===== config.mk =====
export PLATFORM = sky130hd
export DESIGN_NAME = utlb_plru
export DESIGN_NICKNAME = d
export VERILOG_FILES = /design/src/verilog/plru_pkg.sv /design/src/verilog/plru_decode.sv /design/src/verilog/plru_execute.sv /design/src/verilog/plru_result.sv /design/src/verilog/utlb_plru.sv
export SDC_FILE = /design/constraint.sdc
export NUM_CORES = 1
export LEC_CHECK = 0
export BUFFER_PORTS_ARGS = -buffer_cell sky130_fd_sc_hd__buf_2
export CAP_MARGIN = 10
export CORE_ASPECT_RATIO = 1.4
export CORE_MARGIN = 5
export CORE_UTILIZATION = 51
export DETAILED_ROUTE_END_ITERATION = 6
export PLACE_DENSITY = 0.86
export SLEW_MARGIN = 5
export SYNTH_ARGS = -nofsm -noshare
export SYNTH_HDL_FRONTEND = slang
export SYNTH_SLANG_ARGS = --single-unit

===== constraint.sdc =====
create_clock -name forever_cpuclk -period 5.27 [get_ports forever_cpuclk]
set_input_delay 1.054 -clock forever_cpuclk [delete_from_list [all_inputs] [get_ports forever_cpuclk]]
set_output_delay 1.054 -clock forever_cpuclk [all_outputs]
set_load 0.01 [all_outputs]

===== src/verilog/plru_pkg.sv =====
package plru_pkg;

  //--------------------------------------------------------------------
  // Sizes
  //--------------------------------------------------------------------

  // Entries in the instruction micro-TLB
  localparam int ENTRY_NUM = 32;

  // Bits of an entry index
  localparam int IDX_W = $clog2(ENTRY_NUM);

  // One node bit per internal node of the binary tree
  localparam int TREE_W = ENTRY_NUM - 1;

  //--------------------------------------------------------------------
  // Types
  //--------------------------------------------------------------------

  // One bit per entry, bit n is entry n
  typedef logic [ENTRY_NUM-1:0] entry_vec_t;

  typedef logic [IDX_W-1:0] entry_idx_t;

  // Heap order, node 0 is the root
  // Children of node n are 2n+1 and 2n+2
  // A node bit of 0 sends the victim search to the lower half
  typedef logic [TREE_W-1:0] plru_tree_t;

  // Decoded request, shared by the victim and update paths
  typedef struct packed {
    logic       hit_vld;
    entry_idx_t hit_idx;
    logic       any_invalid;
    entry_idx_t free_idx;
    logic       refill_vld;
  } plru_lookup_t;

endpackage


===== src/verilog/plru_decode.sv =====
module plru_decode (
  input  plru_pkg::entry_vec_t   i_entry_vld,
  input  logic                   i_hit_vld,
  input  plru_pkg::entry_vec_t   i_hit_onehot,
  input  logic                   i_refill_vld,
  output plru_pkg::plru_lookup_t o_lookup
);

  import plru_pkg::*;

  entry_idx_t hit_idx;
  entry_idx_t free_idx;
  logic       any_invalid;

  //--------------------------------------------------------------------
  // Hit vector to index
  //--------------------------------------------------------------------

  // OR of the indices of all set bits
  // Exact for a one-hot vector
  always_comb begin
    hit_idx = '0;
    for (int i = 0; i < ENTRY_NUM; i++) begin
      if (i_hit_onehot[i]) begin
        hit_idx = hit_idx | entry_idx_t'(i);
      end
    end
  end

  //--------------------------------------------------------------------
  // Lowest invalid entry
  //--------------------------------------------------------------------

  // Scan from the top so the lowest invalid entry wins
  always_comb begin
    free_idx = '0;
    for (int i = ENTRY_NUM - 1; i >= 0; i--) begin
      if (!i_entry_vld[i]) begin
        free_idx = entry_idx_t'(i);
      end
    end
  end

  assign any_invalid = ~&i_entry_vld;

  //--------------------------------------------------------------------
  // Request struct
  //--------------------------------------------------------------------

  always_comb begin
    o_lookup             = '0;
    o_lookup.hit_vld     = i_hit_vld;
    o_lookup.hit_idx     = hit_idx;
    o_lookup.any_invalid = any_invalid;
    o_lookup.free_idx    = free_idx;
    o_lookup.refill_vld  = i_refill_vld;
  end

endmodule


===== src/verilog/plru_execute.sv =====
module plru_execute (
  input  logic                 forever_cpuclk,
  input  logic                 i_rst,
  input  logic                 i_touch_vld,
  input  plru_pkg::entry_idx_t i_touch_idx,
  output plru_pkg::plru_tree_t o_tree
);

  import plru_pkg::*;

  plru_tree_t tree_q;
  plru_tree_t tree_nxt;

  //--------------------------------------------------------------------
  // Touch update
  //--------------------------------------------------------------------

  // Tree layout, heap numbered
  //
  //                    0
  //              /          \
  //            1              2
  //          /   \          /   \
  //         3     4        5     6
  //        ...                  ...
  //       15 16  ......        29 30
  //
  // Leaf pairs under nodes 15..30 are the 32 entries

  // Root to leaf, the index MSB picks the first branch
  // Each node on the path is pointed away from the touched entry
  always_comb begin
    int   node;
    logic dir;

    tree_nxt = tree_q;
    node     = 0;
    for (int lvl = 0; lvl < IDX_W; lvl++) begin
      dir            = i_touch_idx[IDX_W-1-lvl];
      tree_nxt[node] = ~dir;
      node           = 2 * node + 1 + int'(dir);
    end
  end

  //--------------------------------------------------------------------
  // Node flops
  //--------------------------------------------------------------------

  // All zero after reset, so entry 0 is the first victim
  always_ff @(posedge forever_cpuclk) begin
    if (i_rst) begin
      tree_q <= '0;
    end else if (i_touch_vld) begin
      tree_q <= tree_nxt;
    end
  end

  assign o_tree = tree_q;

endmodule


===== src/verilog/plru_result.sv =====
module plru_result (
  input  plru_pkg::plru_lookup_t i_lookup,
  input  plru_pkg::plru_tree_t   i_tree,
  output logic                   o_touch_vld,
  output plru_pkg::entry_idx_t   o_touch_idx,
  output plru_pkg::entry_vec_t   o_refill_onehot
);

  import plru_pkg::*;

  entry_idx_t victim_idx;
  entry_idx_t refill_idx;

  //--------------------------------------------------------------------
  // Tree walk
  //--------------------------------------------------------------------

  // Follow the node bits down, one index bit per level
  always_comb begin
    int   node;
    logic dir;

    victim_idx = '0;
    node       = 0;
    for (int lvl = 0; lvl < IDX_W; lvl++) begin
      dir                       = i_tree[node];
      victim_idx[IDX_W-1-lvl]   = dir;
      node                      = 2 * node + 1 + int'(dir);
    end
  end

  //--------------------------------------------------------------------
  // Refill target
  //--------------------------------------------------------------------

  // An empty slot is always filled before anything is evicted
  assign refill_idx = i_lookup.any_invalid ? i_lookup.free_idx : victim_idx;

  always_comb begin
    o_refill_onehot             = '0;
    o_refill_onehot[refill_idx] = 1'b1;
  end

  //--------------------------------------------------------------------
  // Entry to mark as used
  //--------------------------------------------------------------------

  // Hit wins over refill when both strobes are set
  assign o_touch_vld = i_lookup.hit_vld | i_lookup.refill_vld;
  assign o_touch_idx = i_lookup.hit_vld ? i_lookup.hit_idx : refill_idx;

endmodule


===== src/verilog/utlb_plru.sv =====
module utlb_plru (
  input  logic                 forever_cpuclk,
  input  logic                 i_rst,
  input  plru_pkg::entry_vec_t i_entry_vld,
  input  logic                 i_hit_vld,
  input  plru_pkg::entry_vec_t i_hit_onehot,
  input  logic                 i_refill_vld,
  output plru_pkg::entry_vec_t o_refill_onehot
);

  import plru_pkg::*;

  plru_lookup_t lookup;
  plru_tree_t   tree;
  entry_idx_t   touch_idx;
  logic         touch_vld;

  // Valid bits and strobes to indices
  plru_decode u_decode (
    .i_entry_vld  (i_entry_vld),
    .i_hit_vld    (i_hit_vld),
    .i_hit_onehot (i_hit_onehot),
    .i_refill_vld (i_refill_vld),
    .o_lookup     (lookup)
  );

  // Victim walk and refill target
  plru_result u_result (
    .i_lookup        (lookup),
    .i_tree          (tree),
    .o_touch_vld     (touch_vld),
    .o_touch_idx     (touch_idx),
    .o_refill_onehot (o_refill_onehot)
  );

  // Tree state, one cycle update
  plru_execute u_execute (
    .forever_cpuclk (forever_cpuclk),
    .i_rst          (i_rst),
    .i_touch_vld    (touch_vld),
    .i_touch_idx    (touch_idx),
    .o_tree         (tree)
  );

endmodule


# Yosys cells after proc, flatten, opt, wreduce, memory -nomap -nowiden
# Index checks and enable logic that the tools add are counted.
[totals] ff_bits=31 in_bits=68 out_inout_bits=32 elab_cells=135
[classes] n_addsub=14 n_lt_le_gt_ge=14 muxes=93 n_bitwise=6 n_reduce_logical=7
[op_table] op="$lt 32x7->1 const B" count=8
[op_table] op="$mux 5" count=50
[op_table] op="$add 32x2->32" count=6
[op_table] op="$add 32x2->32 const B" count=6
[op_table] op="$ge 32x1->1 const B" count=4
[op_table] op="$bwmux 31" count=4
[op_table] op="$mux 31" count=2
[op_table] op="$mux 4" count=8
[op_table] op="$reduce_and 32->1" count=1
[op_table] op="$demux 1 s5" count=5
[op_table] op="$bmux 1 s5" count=4
[op_table] op="$mux 1" count=14
[op_table] op="$mux 3" count=4
[op_table] op="$lt 5x6->1 const B" count=1
[op_table] op="$ge 5x1->1 const B" count=1
[op_table] op="$logic_and 1x1->1" count=5
[op_table] op="$not 1->1" count=5
[op_table] op="$add 1x1->2 const A" count=2
[op_table] op="$mux 2" count=2
[op_table] op="$reduce_bool 2->1" count=1
[op_table] op="$or 1x1->1" count=1

# Depth between registers and ports, before layout
# Gate-level depths: netlist of run 1.
[depth] word_depth=48 depth_mapped=23

# Cells and area by module
# From an unflattened synthesis of run 1, not the netlist that was laid out.
[unflattened] cells_unflattened=669 area_unflattened_um2=4729.5
[by_module_without_submodules] mod="plru_execute" instances=1 cells_each=359 area_each_um2=2683.8 seq_area_each_um2=620.6
[by_module_without_submodules] mod="plru_result" instances=1 cells_each=221 area_each_um2=1505.2 seq_area_each_um2=0.0
[by_module_without_submodules] mod="plru_decode" instances=1 cells_each=89 area_each_um2=540.5 seq_area_each_um2=0.0

# Worst setup path after synthesis of run 1
# Ideal clock, no wire load.
[synth_timing] path_kind="flip-flop to output port" from="register u_execute.tree_q[1], in the netlist u_execute.o_tree[1]" to="output o_refill_onehot[12]" arrival_time_ns=4.708 t_required_ns=4.216 setup_slack_ns=-0.492 stages_incl_launch_ff=24 n_path_buf=5 cell_sequence="dfxtp_1 buf_6 mux2i_2 mux2i_4 ha_1 buf_2 mux2_2 a21oi_1 o21ai_0 a211oi_1 o22a_4 inv_2 ha_1 clkbuf_1 buf_1 mux2i_1 o21ai_0 mux2i_1 o2111ai_1 o2111ai_2 nand3_1 or2_2 clkbuf_1 nor2_1"
[synth_via] elab_chain_len=20 word_cells_on_any_way=23
[synth_rtl] element="from (decl)" line="plru_execute.sv:11" rtl="plru_tree_t tree_q;"
[synth_rtl] element="from (signal assigned)" line="plru_execute.sv:54" rtl="tree_q <= tree_nxt;"
[synth_rtl] element="parallel branches: the longest is 15 deep, another holds $add 32x2->32"
[synth_rtl] element="$mux 5 (*)" line="plru_result.sv:37" rtl="assign refill_idx = i_lookup.any_invalid ? i_lookup.free_idx : victim_idx;"
[synth_rtl] element="$lt 5x6->1 (not written as such) / $ge 5x1->1 (equally long branches)" line="plru_result.sv:41" rtl="o_refill_onehot[refill_idx] = 1'b1;"
[synth_rtl] element="$logic_and 1x1->1 (not written as such)" line="plru_result.sv:41"
[synth_rtl] element="$mux 1 (not written as such)" line="plru_result.sv:41"
[synth_rtl] element="$demux 1 s5 (*)"
[synth_rtl] element="to (decl)" line="utlb_plru.sv:8" rtl="output plru_pkg::entry_vec_t o_refill_onehot"
# Mark *: on every way between the ends. The select of a mux whose other input is x is not followed.

# Worst setup path after layout of run 1
[layout_timing] from="register u_execute.tree_q[2], in the netlist u_execute.o_tree[2]" to="output o_refill_onehot[17]"
# The elaborated chain is that of the path after synthesis.

==> results.cfg, run 1 <==
[drt]
drtIter0Drc = 593
wl_per_cell_um = 20.5
drt_wl_total_um = 17700
drtAntennaViolNets = 0
viasPerCell = 6.69
route.detailed.drc = 0
route.met2.wl_um = 8920
wl_met1_um = 6400
wl_met3_um = 1280
drtPass1Iterations = 6
top_layer = met4
vias = 5756

[yosys]
synth_nets = 713
yosys-top-cells-area = dfxtp_1 (14%), nand2_1 (6.3%), nor2_1 (5.1%)
synth_warnings = 0
synth_ff_type = dfxtp_1
synth_compound_area_share_pct = 29.9
synth_seq_area_share_pct = 14.2
synth-edff-count = 0
avgSynthCellArea_sq_um = 6.94
ys_types = 87
synth.largest_area_cell = dfxtp_1
synthMuxAreaShare_pct = 7.29
synth-simple-area-share_pct = 35.6
post-synth-top-area-fraction_pct = 14.2
netlist_area_sq_um = 4370
synthAdderAreaFrac_pct = 4.29
syn-instance-count = 630
synthArstFlopShare_pct = 0
synth-xor-area-share_pct = 2.00
synth_top_family_by_area = simple AND/OR/NAND/NOR gates
ys_seq_elements = 31

[power_and_ir_drop]
p_leak_nw = 2.25
power_mw = 1.10
p_switching_mw = 0.414
ir_worst_vdd_v = 0.000207
p_seq_share_pct = 23.3
combPwrFrac_pct = 45.9
swShare_pct = 37.6
intPower_mw = 0.687
clock_power_share_pct = 30.7
power-per-cell-area_nw_per_um2 = 191

[final_layout]
diodes = 0
num-fill-cells = 750
final_cell_area_sq_um = 5760
multi_input_area_sq_um = 3700
regArea_sq_um = 623
final_nets = 838
largest_reg_flops = 31
stdcell_count = 861
final_layout_size_suffix_gt1_share_pct = 31.9
syn2layout_area_growth_pct = 31.6

[clock_tree]
clkLatencyLatePin_ps = 280
cts_tree = built
clockBufferDepth = 2
cts_max_level = 2
cts_made_buffers = 5
path_clk_slew_ps = 50
hold_buffers = 0
cts-root-buf = clkbuf_16
clkSinkCount = 31

[outcome]
violations = negative setup slack
status = finished, violations left

[global_route]
grt.total_usage_pct = 33.0
grt_antenna_before_repair = 0
grt_pass1_vias = 5565
globalRouteOverflowTotal = 0
grt_max_degree = 31
grt_pass1_wl_um = 28000

[die]
die_x_um = 88.3
chipHeight_um = 120
coreArea_sq_um = 8510
dieArea_sq_um = 10600
io_pins = 100
core.rowCount = 40
initial_core_util_pct = 51.4

[sta]
skew_ps = 3.92
finalMaxSlewViolations = 0
setup_viol = 13
finalCriticalPeriod_ps = 5300
tightestPinTransition_ps = 871
layout_setup_ws_ps = -35.0
holdWs_ps = 470
max_freq_mhz = 189
timing.final.crit_share_pct = 101
hold_viol = 0
max-slew-margin-rel_pct = 41.9
rsz0062_at_grt = yes

[placement]
place_inst = 851
numPortBuffers = 98
place.gp.congestion = 1.04
dp_slack_ps = -219
place_area_sq_um = 5300
dp_hpwl_um = 13600

[flow_run]
maxCapViolCount = 0

[critical_path]
worstPathRequired_ps = 4220
r2r_slack_ps = 690
slowest_delay_ps = 500
cp_max_fo = 8
worst-path-buf-inv = 6
endpoint_kind = primary output
crit_family = compound AO/OA/AOI/OAI gates
critPathSlowestCell = or4_1
start_kind = flop
timing.rr.start = u_execute.o_tree[2]
rr_worst_depth = 21
path_cells = mux2i_4, mux2i_4, ha_4, buf_4, o21ai_2, a31oi_1, or4_1, o211ai_1, o22a_4, inv_4, ha_4, buf_6, buf_4, nand3b_1, o211ai_1, a221o_1, o21a_1, nand3_2, buf_6, nand2b_4, nor2_2, buf_2
crit_type = reg2out
critPathArrivalTime_ps = 4250
regToRegEndpoint = u_execute.o_tree[4]

[worst_hold_path]
holdPathStages = 2
min_path_type = reg2reg
hp-start = u_execute.o_tree[17]
min_to = u_execute.o_tree[17]
-- synthesized netlist by cell type, types with 5 or more instances --
cell type,instances
nand3_1,31
or3_1,10
o22ai_1,6
or4_1,6
nor4_1,14
nand2b_1,9
xor2_1,5
nor3_1,26
and2_1,8
a311oi_1,6
dfxtp_1,31
o21ai_0,32
nand2_1,73
nor2b_1,8
o221ai_1,5
buf_2,5
buf_6,5
xnor2_1,5
clkbuf_1,23
nand4_1,28
a31oi_1,17
inv_1,23
nor2_1,60
ha_1,15
o211ai_1,19
a21oi_1,31
mux2i_1,20
-- timing repair --
action	4_1_cts	5_1_grt
setup endpoints to repair	32	32
pin swaps	21	7
gates resized for setup	52	15
hold endpoints to repair	0	0
buffers inserted	2	0
-- worst min-delay path, stage by stage, from the launching register on --
cell     delay, ps
dfxtp_1        310
nand2_1         50
mux2i_1         60
-- power by group through the flow --
stage	Clock (mW)	Sequential [mW]	Combinational (mW)
floorplan	0	0.256	0.288
global placement	0	0.260	0.445
detailed placement	0	0.260	0.452
CTS	0.340	0.256	0.486
global route	0.353	0.257	0.539
finish	0.338	0.257	0.505
-- final cells by class --
cell class | instances | area share, %
timing repair buffer | 157 | 17.8
clock buffer | 6 | 2.41
inverter | 25 | 1.67
tap | 105 | 2.28
sequential | 31 | 10.8
clock inverter | 2 | 0.609
multi-input combinational | 535 | 64.4
-- layer usage --
metal	GRT usage, %	up-vias
li1	-	2662
met1	39.0	2675
met2	55.8	322
met3	4.12	97
met4	19.1	0
met5	0	-
-- placed cells by master, fill, tap and decap left out, drive strengths merged, types with 19 or more instances in the layout --
master and instances:
inv 25, a21oi 32, o21ai 34, nor2 64, nand2 74, buf 157, nand4 28, nand3 31
nor3 28, dfxtp 31, o211ai 19, mux2i 23
-- kinds of logic (layout without fill, tap and decap cells) --
kind of cell	count (synthesis)	after routing
AO/OA/AOI/OAI	179	179
XOR/XNOR	10	10
adder cells (fa/ha/maj)	15	15
buffers and inverters	64	190
flip-flops	31	31
multiplexers	28	28
AND/OR/NAND/NOR	303	303
-- worst max path at each step --
stage | from | to | slack, ps | depth (start not counted)
6_report | u_execute.o_tree[2] | o_refill_onehot[17] | -30 | 22
5_1_grt | u_execute.o_tree[1] | o_refill_onehot[30] | -250 | 21
4_1_cts | u_execute.o_tree[1] | o_refill_onehot[6] | 0.1 | 21
3_5_place_dp | u_execute.o_tree[1] | o_refill_onehot[8] | -220 | 19
3_3_place_gp | u_execute.o_tree[1] | o_refill_onehot[20] | -170 | 19
2_1_floorplan | u_execute.o_tree[2] | o_refill_onehot[12] | 30 | 21
-- stage by stage --
step / setup TNS, ps / utilization [%]
2_1_floorplan: 0 / -
3_3_place_gp: -2120 / 62.3
3_5_place_dp: -4250 / 62.3
4_1_cts: 0 / 66.9
5_1_grt: -6670 / 67.6
6_report: -132 / 67.6
Note: power is estimated with default switching activity, not from simulation.
==> inputs of run 2 (changes only) <==
--- a/config.mk
+++ b/config.mk
@@ -16,3 +16,4 @@
 export SYNTH_ARGS = -nofsm -noshare
 export SYNTH_HDL_FRONTEND = slang
 export SYNTH_SLANG_ARGS = --single-unit
+export TNS_END_PERCENT = 100
==> constraint.sdc (replaced) <==
create_clock -name forever_cpuclk -period 5.27 [get_ports forever_cpuclk]
set_input_delay 1.054 -clock forever_cpuclk [delete_from_list [all_inputs] [get_ports forever_cpuclk]]
set_output_delay 1.054 -clock forever_cpuclk [all_outputs]
set_load 0.02 [all_outputs]
==> results.cfg, run 2 (synthesized netlist as in run 1, its figures left out) <==
[power_and_ir_drop]
p_switching_mw = 0.416
p_leak_nw = 2.24
power-per-cell-area_nw_per_um2 = 177
clock_power_share_pct = 26.2
combPwrFrac_pct = 49.3
ir_worst_vdd_v = 0.000190
swShare_pct = 39.8
power_mw = 1.05
intPower_mw = 0.630
p_seq_share_pct = 24.5

[sta]
max_freq_mhz = 185
tns_ps = -2270
skew_ps = 4.46
finalMaxSlewViolations = 0
setup_viol = 32
timing.final.crit_share_pct = 102
rsz0062_at_grt = yes
layout_setup_ws_ps = -122
tightestPinTransition_ps = 967
hold_viol = 0
finalCriticalPeriod_ps = 5390
max-slew-margin-rel_pct = 35.5
holdWs_ps = 481

[critical_path]
cp_max_fo = 8
rr_worst_depth = 20
crit_type = reg2out
start_kind = flop
critPathArrivalTime_ps = 4340
endpoint_kind = primary output
worstPathRequired_ps = 4220

[outcome]
status = finished, violations left
violations = negative setup slack

[drt]
viasPerCell = 6.92
drtPass1Iterations = 6
wl_per_cell_um = 20.7
route.detailed.drc = 0
drtIter0Drc = 610
drtAntennaViolNets = 0
vias = 5933
drt_wl_total_um = 17800

[final_layout]
final_cell_mix = nand2_1 (72), buf_2 (67), buf_4 (55), nor2_1 (31)
syn2layout_area_growth_pct = 35.4
largest_reg_flops = 31
num-fill-cells = 669
multi_input_area_sq_um = 3820
final_common_cell = nand2_1
final_layout_size_suffix_gt1_share_pct = 32.6
regArea_sq_um = 626
final_nets = 834
diodes = 0

[die]
chipHeight_um = 120
dieArea_sq_um = 10600
initial_core_util_pct = 51.4
io_pins = 100
core.rowCount = 40
die_x_um = 88.3
coreArea_sq_um = 8510

[clock_tree]
path_clk_slew_ps = 50
cts_max_level = 2
hold_buffers = 0
clockBufferDepth = 2
cts-root-buf = clkbuf_16
clkSinkCount = 31
cts_tree = built
clkLatencyLatePin_ps = 280
cts_made_buffers = 5

[global_route]
grt.total_usage_pct = 31.7
grt_pass1_vias = 5769
grt_antenna_before_repair = 0
grt_max_degree = 35
globalRouteOverflowTotal = 0
grt_pass1_wl_um = 27200

[placement]
place.gp.congestion = 0.979
numPortBuffers = 98
dp_hpwl_um = 12800

[worst_hold_path]
min_path_type = reg2reg
holdPathStages = 2

[flow_run]
maxCapViolCount = 0
-- run 2: final cells by class --
cell class	instances	area share, %
clock inverters	1	0.0845
repair buffers	153	18.7
flip-flops and latches	31	10.6
clock buffers	7	2.24
well taps	105	2.22
inverters	25	1.63
multi-input cells	535	64.6
-- run 2: timing repair --
action                                 in CTS  in global routing
endpoints found under the hold margin       0                  0
pin swaps                                  24                 22
setup endpoints to repair                  32                 32
setup buffers                               3                  5
gates resized for setup                    78                 41
-- run 2: power by group through the flow --
stage	Clock (mW)	Combinational (mW)	Sequential [mW]
finish	0.274	0.516	0.256
detailed placement	0	0.443	0.260
global route	0.285	0.546	0.256
CTS	0.272	0.479	0.255
global placement	0	0.432	0.259
floorplan	0	0.294	0.256
-- run 2: path summary, 6_finish.rpt --
check	start	end	slack [ps]
worst max register to register	u_execute.o_tree[2]	u_execute.o_tree[12]	630
worst min register to register	u_execute.o_tree[17]	u_execute.o_tree[17]	480
worst min-delay path	u_execute.o_tree[17]	u_execute.o_tree[17]	480
worst max-delay path	u_execute.o_tree[2]	o_refill_onehot[14]	-120
-- run 2: critical path, cell delays in order, from the launching register on --
cell and delay (ps):
dfxtp_4 360, mux2i_4 270, mux2i_4 110, ha_4 290, inv_2 40, a31o_1 180
or4_4 510, o211ai_1 130, o22a_4 190, inv_4 40, ha_4 310, buf_6 120
mux2i_1 190, o21ai_1 90, mux2i_1 130, o2111ai_1 140, o2111ai_2 140, buf_4 160
nand4_1 130, buf_6 270, nor2_4 120, buf_6 140
-- run 2: metrics by stage --
step / setup WS, ps / util, % / area [sq um] / instances
2_1_floorplan: -18.5 / - / 4560 / 630
3_3_place_gp: -104 / 62.3 / 5300 / 841
3_5_place_dp: -203 / 62.3 / 5300 / 841
4_1_cts: -22.4 / 67.3 / 5720 / 852
5_1_grt: -265 / 69.6 / 5920 / 857
6_report: -122 / 69.6 / 5920 / 857
-- run 2: layer usage --
metal	up-vias	GRT usage, %	share of wire (%)
met5	-	0	0
met4	0	24.1	7.5
met3	115	3.98	7.9
met2	444	53.7	50
met1	2721	34.7	35
li1	2653	-	-
==> inputs of run 3 (changes only) <==
--- a/config.mk
+++ b/config.mk
@@ -12,7 +12,8 @@
 export CORE_UTILIZATION = 51
 export DETAILED_ROUTE_END_ITERATION = 6
 export PLACE_DENSITY = 0.86
-export SLEW_MARGIN = 5
+export SKIP_LAST_GASP = 1
+export SLEW_MARGIN = 20
 export SYNTH_ARGS = -nofsm -noshare
 export SYNTH_HDL_FRONTEND = slang
 export SYNTH_SLANG_ARGS = --single-unit
==> results.cfg, run 3 (synthesized netlist as in run 1, its figures left out) <==
[outcome]
status = finished, violations left
violations = negative setup slack

[power_and_ir_drop]
p_seq_share_pct = 24.5
intPower_mw = 0.629
ir_worst_vdd_v = 0.000190
swShare_pct = 39.7
clock_power_share_pct = 26.3
p_switching_mw = 0.414
p_leak_nw = 2.24
power-per-cell-area_nw_per_um2 = 177
combPwrFrac_pct = 49.2
power_mw = 1.04

[die]
core.rowCount = 40
coreArea_sq_um = 8510
io_pins = 100
die_x_um = 88.3
initial_core_util_pct = 51.4
dieArea_sq_um = 10600
chipHeight_um = 120

[global_route]
grt.total_usage_pct = 31.7
grt_max_degree = 35
grt_pass1_vias = 5750
globalRouteOverflowTotal = 0
grt_antenna_before_repair = 0
grt_pass1_wl_um = 27200

[sta]
skew_ps = 3.33
hold_viol = 0
timing.final.crit_share_pct = 102
finalMaxSlewViolations = 0
setup_viol = 32
max_freq_mhz = 186
tightestPinTransition_ps = 961
max-slew-margin-rel_pct = 35.9
rsz0062_at_grt = yes
layout_setup_ws_ps = -113
finalCriticalPeriod_ps = 5380

[clock_tree]
clkLatencyLatePin_ps = 280
clockBufferDepth = 2
cts_max_level = 2
clkSinkCount = 31
path_clk_slew_ps = 50
cts_tree = built
cts-root-buf = clkbuf_16
cts_made_buffers = 5
hold_buffers = 0

[drt]
vias = 5924
drtIter0Drc = 647
route.detailed.drc = 0
drtPass1Iterations = 5
wl_per_cell_um = 20.5
drtAntennaViolNets = 0
viasPerCell = 6.91
drt_wl_total_um = 17600

[critical_path]
worstPathRequired_ps = 4220
crit_family = compound AO/OA/AOI/OAI gates
critPathSlowestCell = or4_4
endpoint_kind = primary output
cp_max_fo = 8
critPathArrivalTime_ps = 4330
slowest_delay_ps = 550
crit_path_frequent_cell = buf_6
crit_type = reg2out
path_cells = mux2i_4, mux2i_4, ha_4, o21ai_0, a31oi_1, or4_4, o211ai_1, o22a_4, inv_4, ha_4, buf_6, mux2i_1, o21ai_1, mux2i_1, o2111ai_1, o2111ai_2, buf_4, nand4_1, buf_6, nor2_4, buf_6
start_kind = flop
worst-path-buf-inv = 5

[final_layout]
syn2layout_area_growth_pct = 35.0
final_nets = 834
final_cell_mix = nand2_1 (72), buf_2 (67), buf_4 (55), nor2_1 (31)
final_layout_size_suffix_gt1_share_pct = 32.6
final_common_cell = nand2_1
largest_reg_flops = 31
diodes = 0

[worst_hold_path]
min_path_type = reg2reg

[placement]
dp_slack_ps = -203
dp_hpwl_um = 12800
place.gp.congestion = 0.979
numPortBuffers = 98

[flow_run]
maxCapViolCount = 0
[run 3: cell counts in the layout (fill, tap and decap cells not counted)]
No cell type changed its count.
[run 3: final timing paths]
kind                     endpoint  cells past startpoint  slack, ps                  from
max            o_refill_onehot[2]                     21       -110   u_execute.o_tree[2]
max reg2reg  u_execute.o_tree[12]                     20        630   u_execute.o_tree[2]
min          u_execute.o_tree[17]                      2        480  u_execute.o_tree[17]
min reg2reg  u_execute.o_tree[17]                      2        480  u_execute.o_tree[17]
[run 3: repair_timing]
action	4_1_cts	5_1_grt
setup endpoints to repair	32	32
buffers inserted	3	5
pin swaps	24	19
resized for setup	77	40
[run 3: through the flow]
step | cells | hold slack, ps | utilization [%] | TNS [ps] | instance area (sq um)
finish | 857 | 484 | 69.4 | -2100 | 5910
global route | 857 | 499 | 69.4 | -5960 | 5910
CTS | 852 | 471 | 67.2 | -277 | 5720
detailed placement | 841 | 464 | 62.3 | -3830 | 5300
global placement | 841 | 452 | 62.3 | -753 | 5300
floorplan | 630 | 438 | - | -137 | 4560
[run 3: layout make-up]
cell class,instances,area [sq um]
Multi-Input combinational cell,535,3810
Clock buffer,7,133
Timing Repair Buffer,153,1110
Inverter,25,96.3
Fill cell,671,2600
Tap cell,105,131
Sequential cell,31,626
Clock inverter,1,5.00
[run 3: routing by layer]
metal  routed length (um)  global-route usage (%)  vias to the layer above  share of wire (%)
li1                     -                       -                     2654                  -
met1                 6110                    34.8                     2704                 35
met2                 8710                    53.7                      449                 50
met3                 1420                    3.91                      117                8.1
met4                 1360                    24.0                        0                7.7
met5                    0                       0                        -                  0
[run 3: worst min-delay path, delay by kind of cell (launching register included)]
kind	cells	cell delay, ps
flip-flops	1	310
multiplexers	1	60
AND/OR/NAND/NOR	1	60
[run 3: power groups by stage]
stage          Clock (mW)  Sequential, mW  Combinational, mW
2_1_floorplan           0           0.256              0.294
6_report            0.274           0.256              0.513
4_1_cts             0.272           0.255              0.479
5_1_grt             0.285           0.256              0.545
3_3_place_gp            0           0.259              0.432
3_5_place_dp            0           0.260              0.443
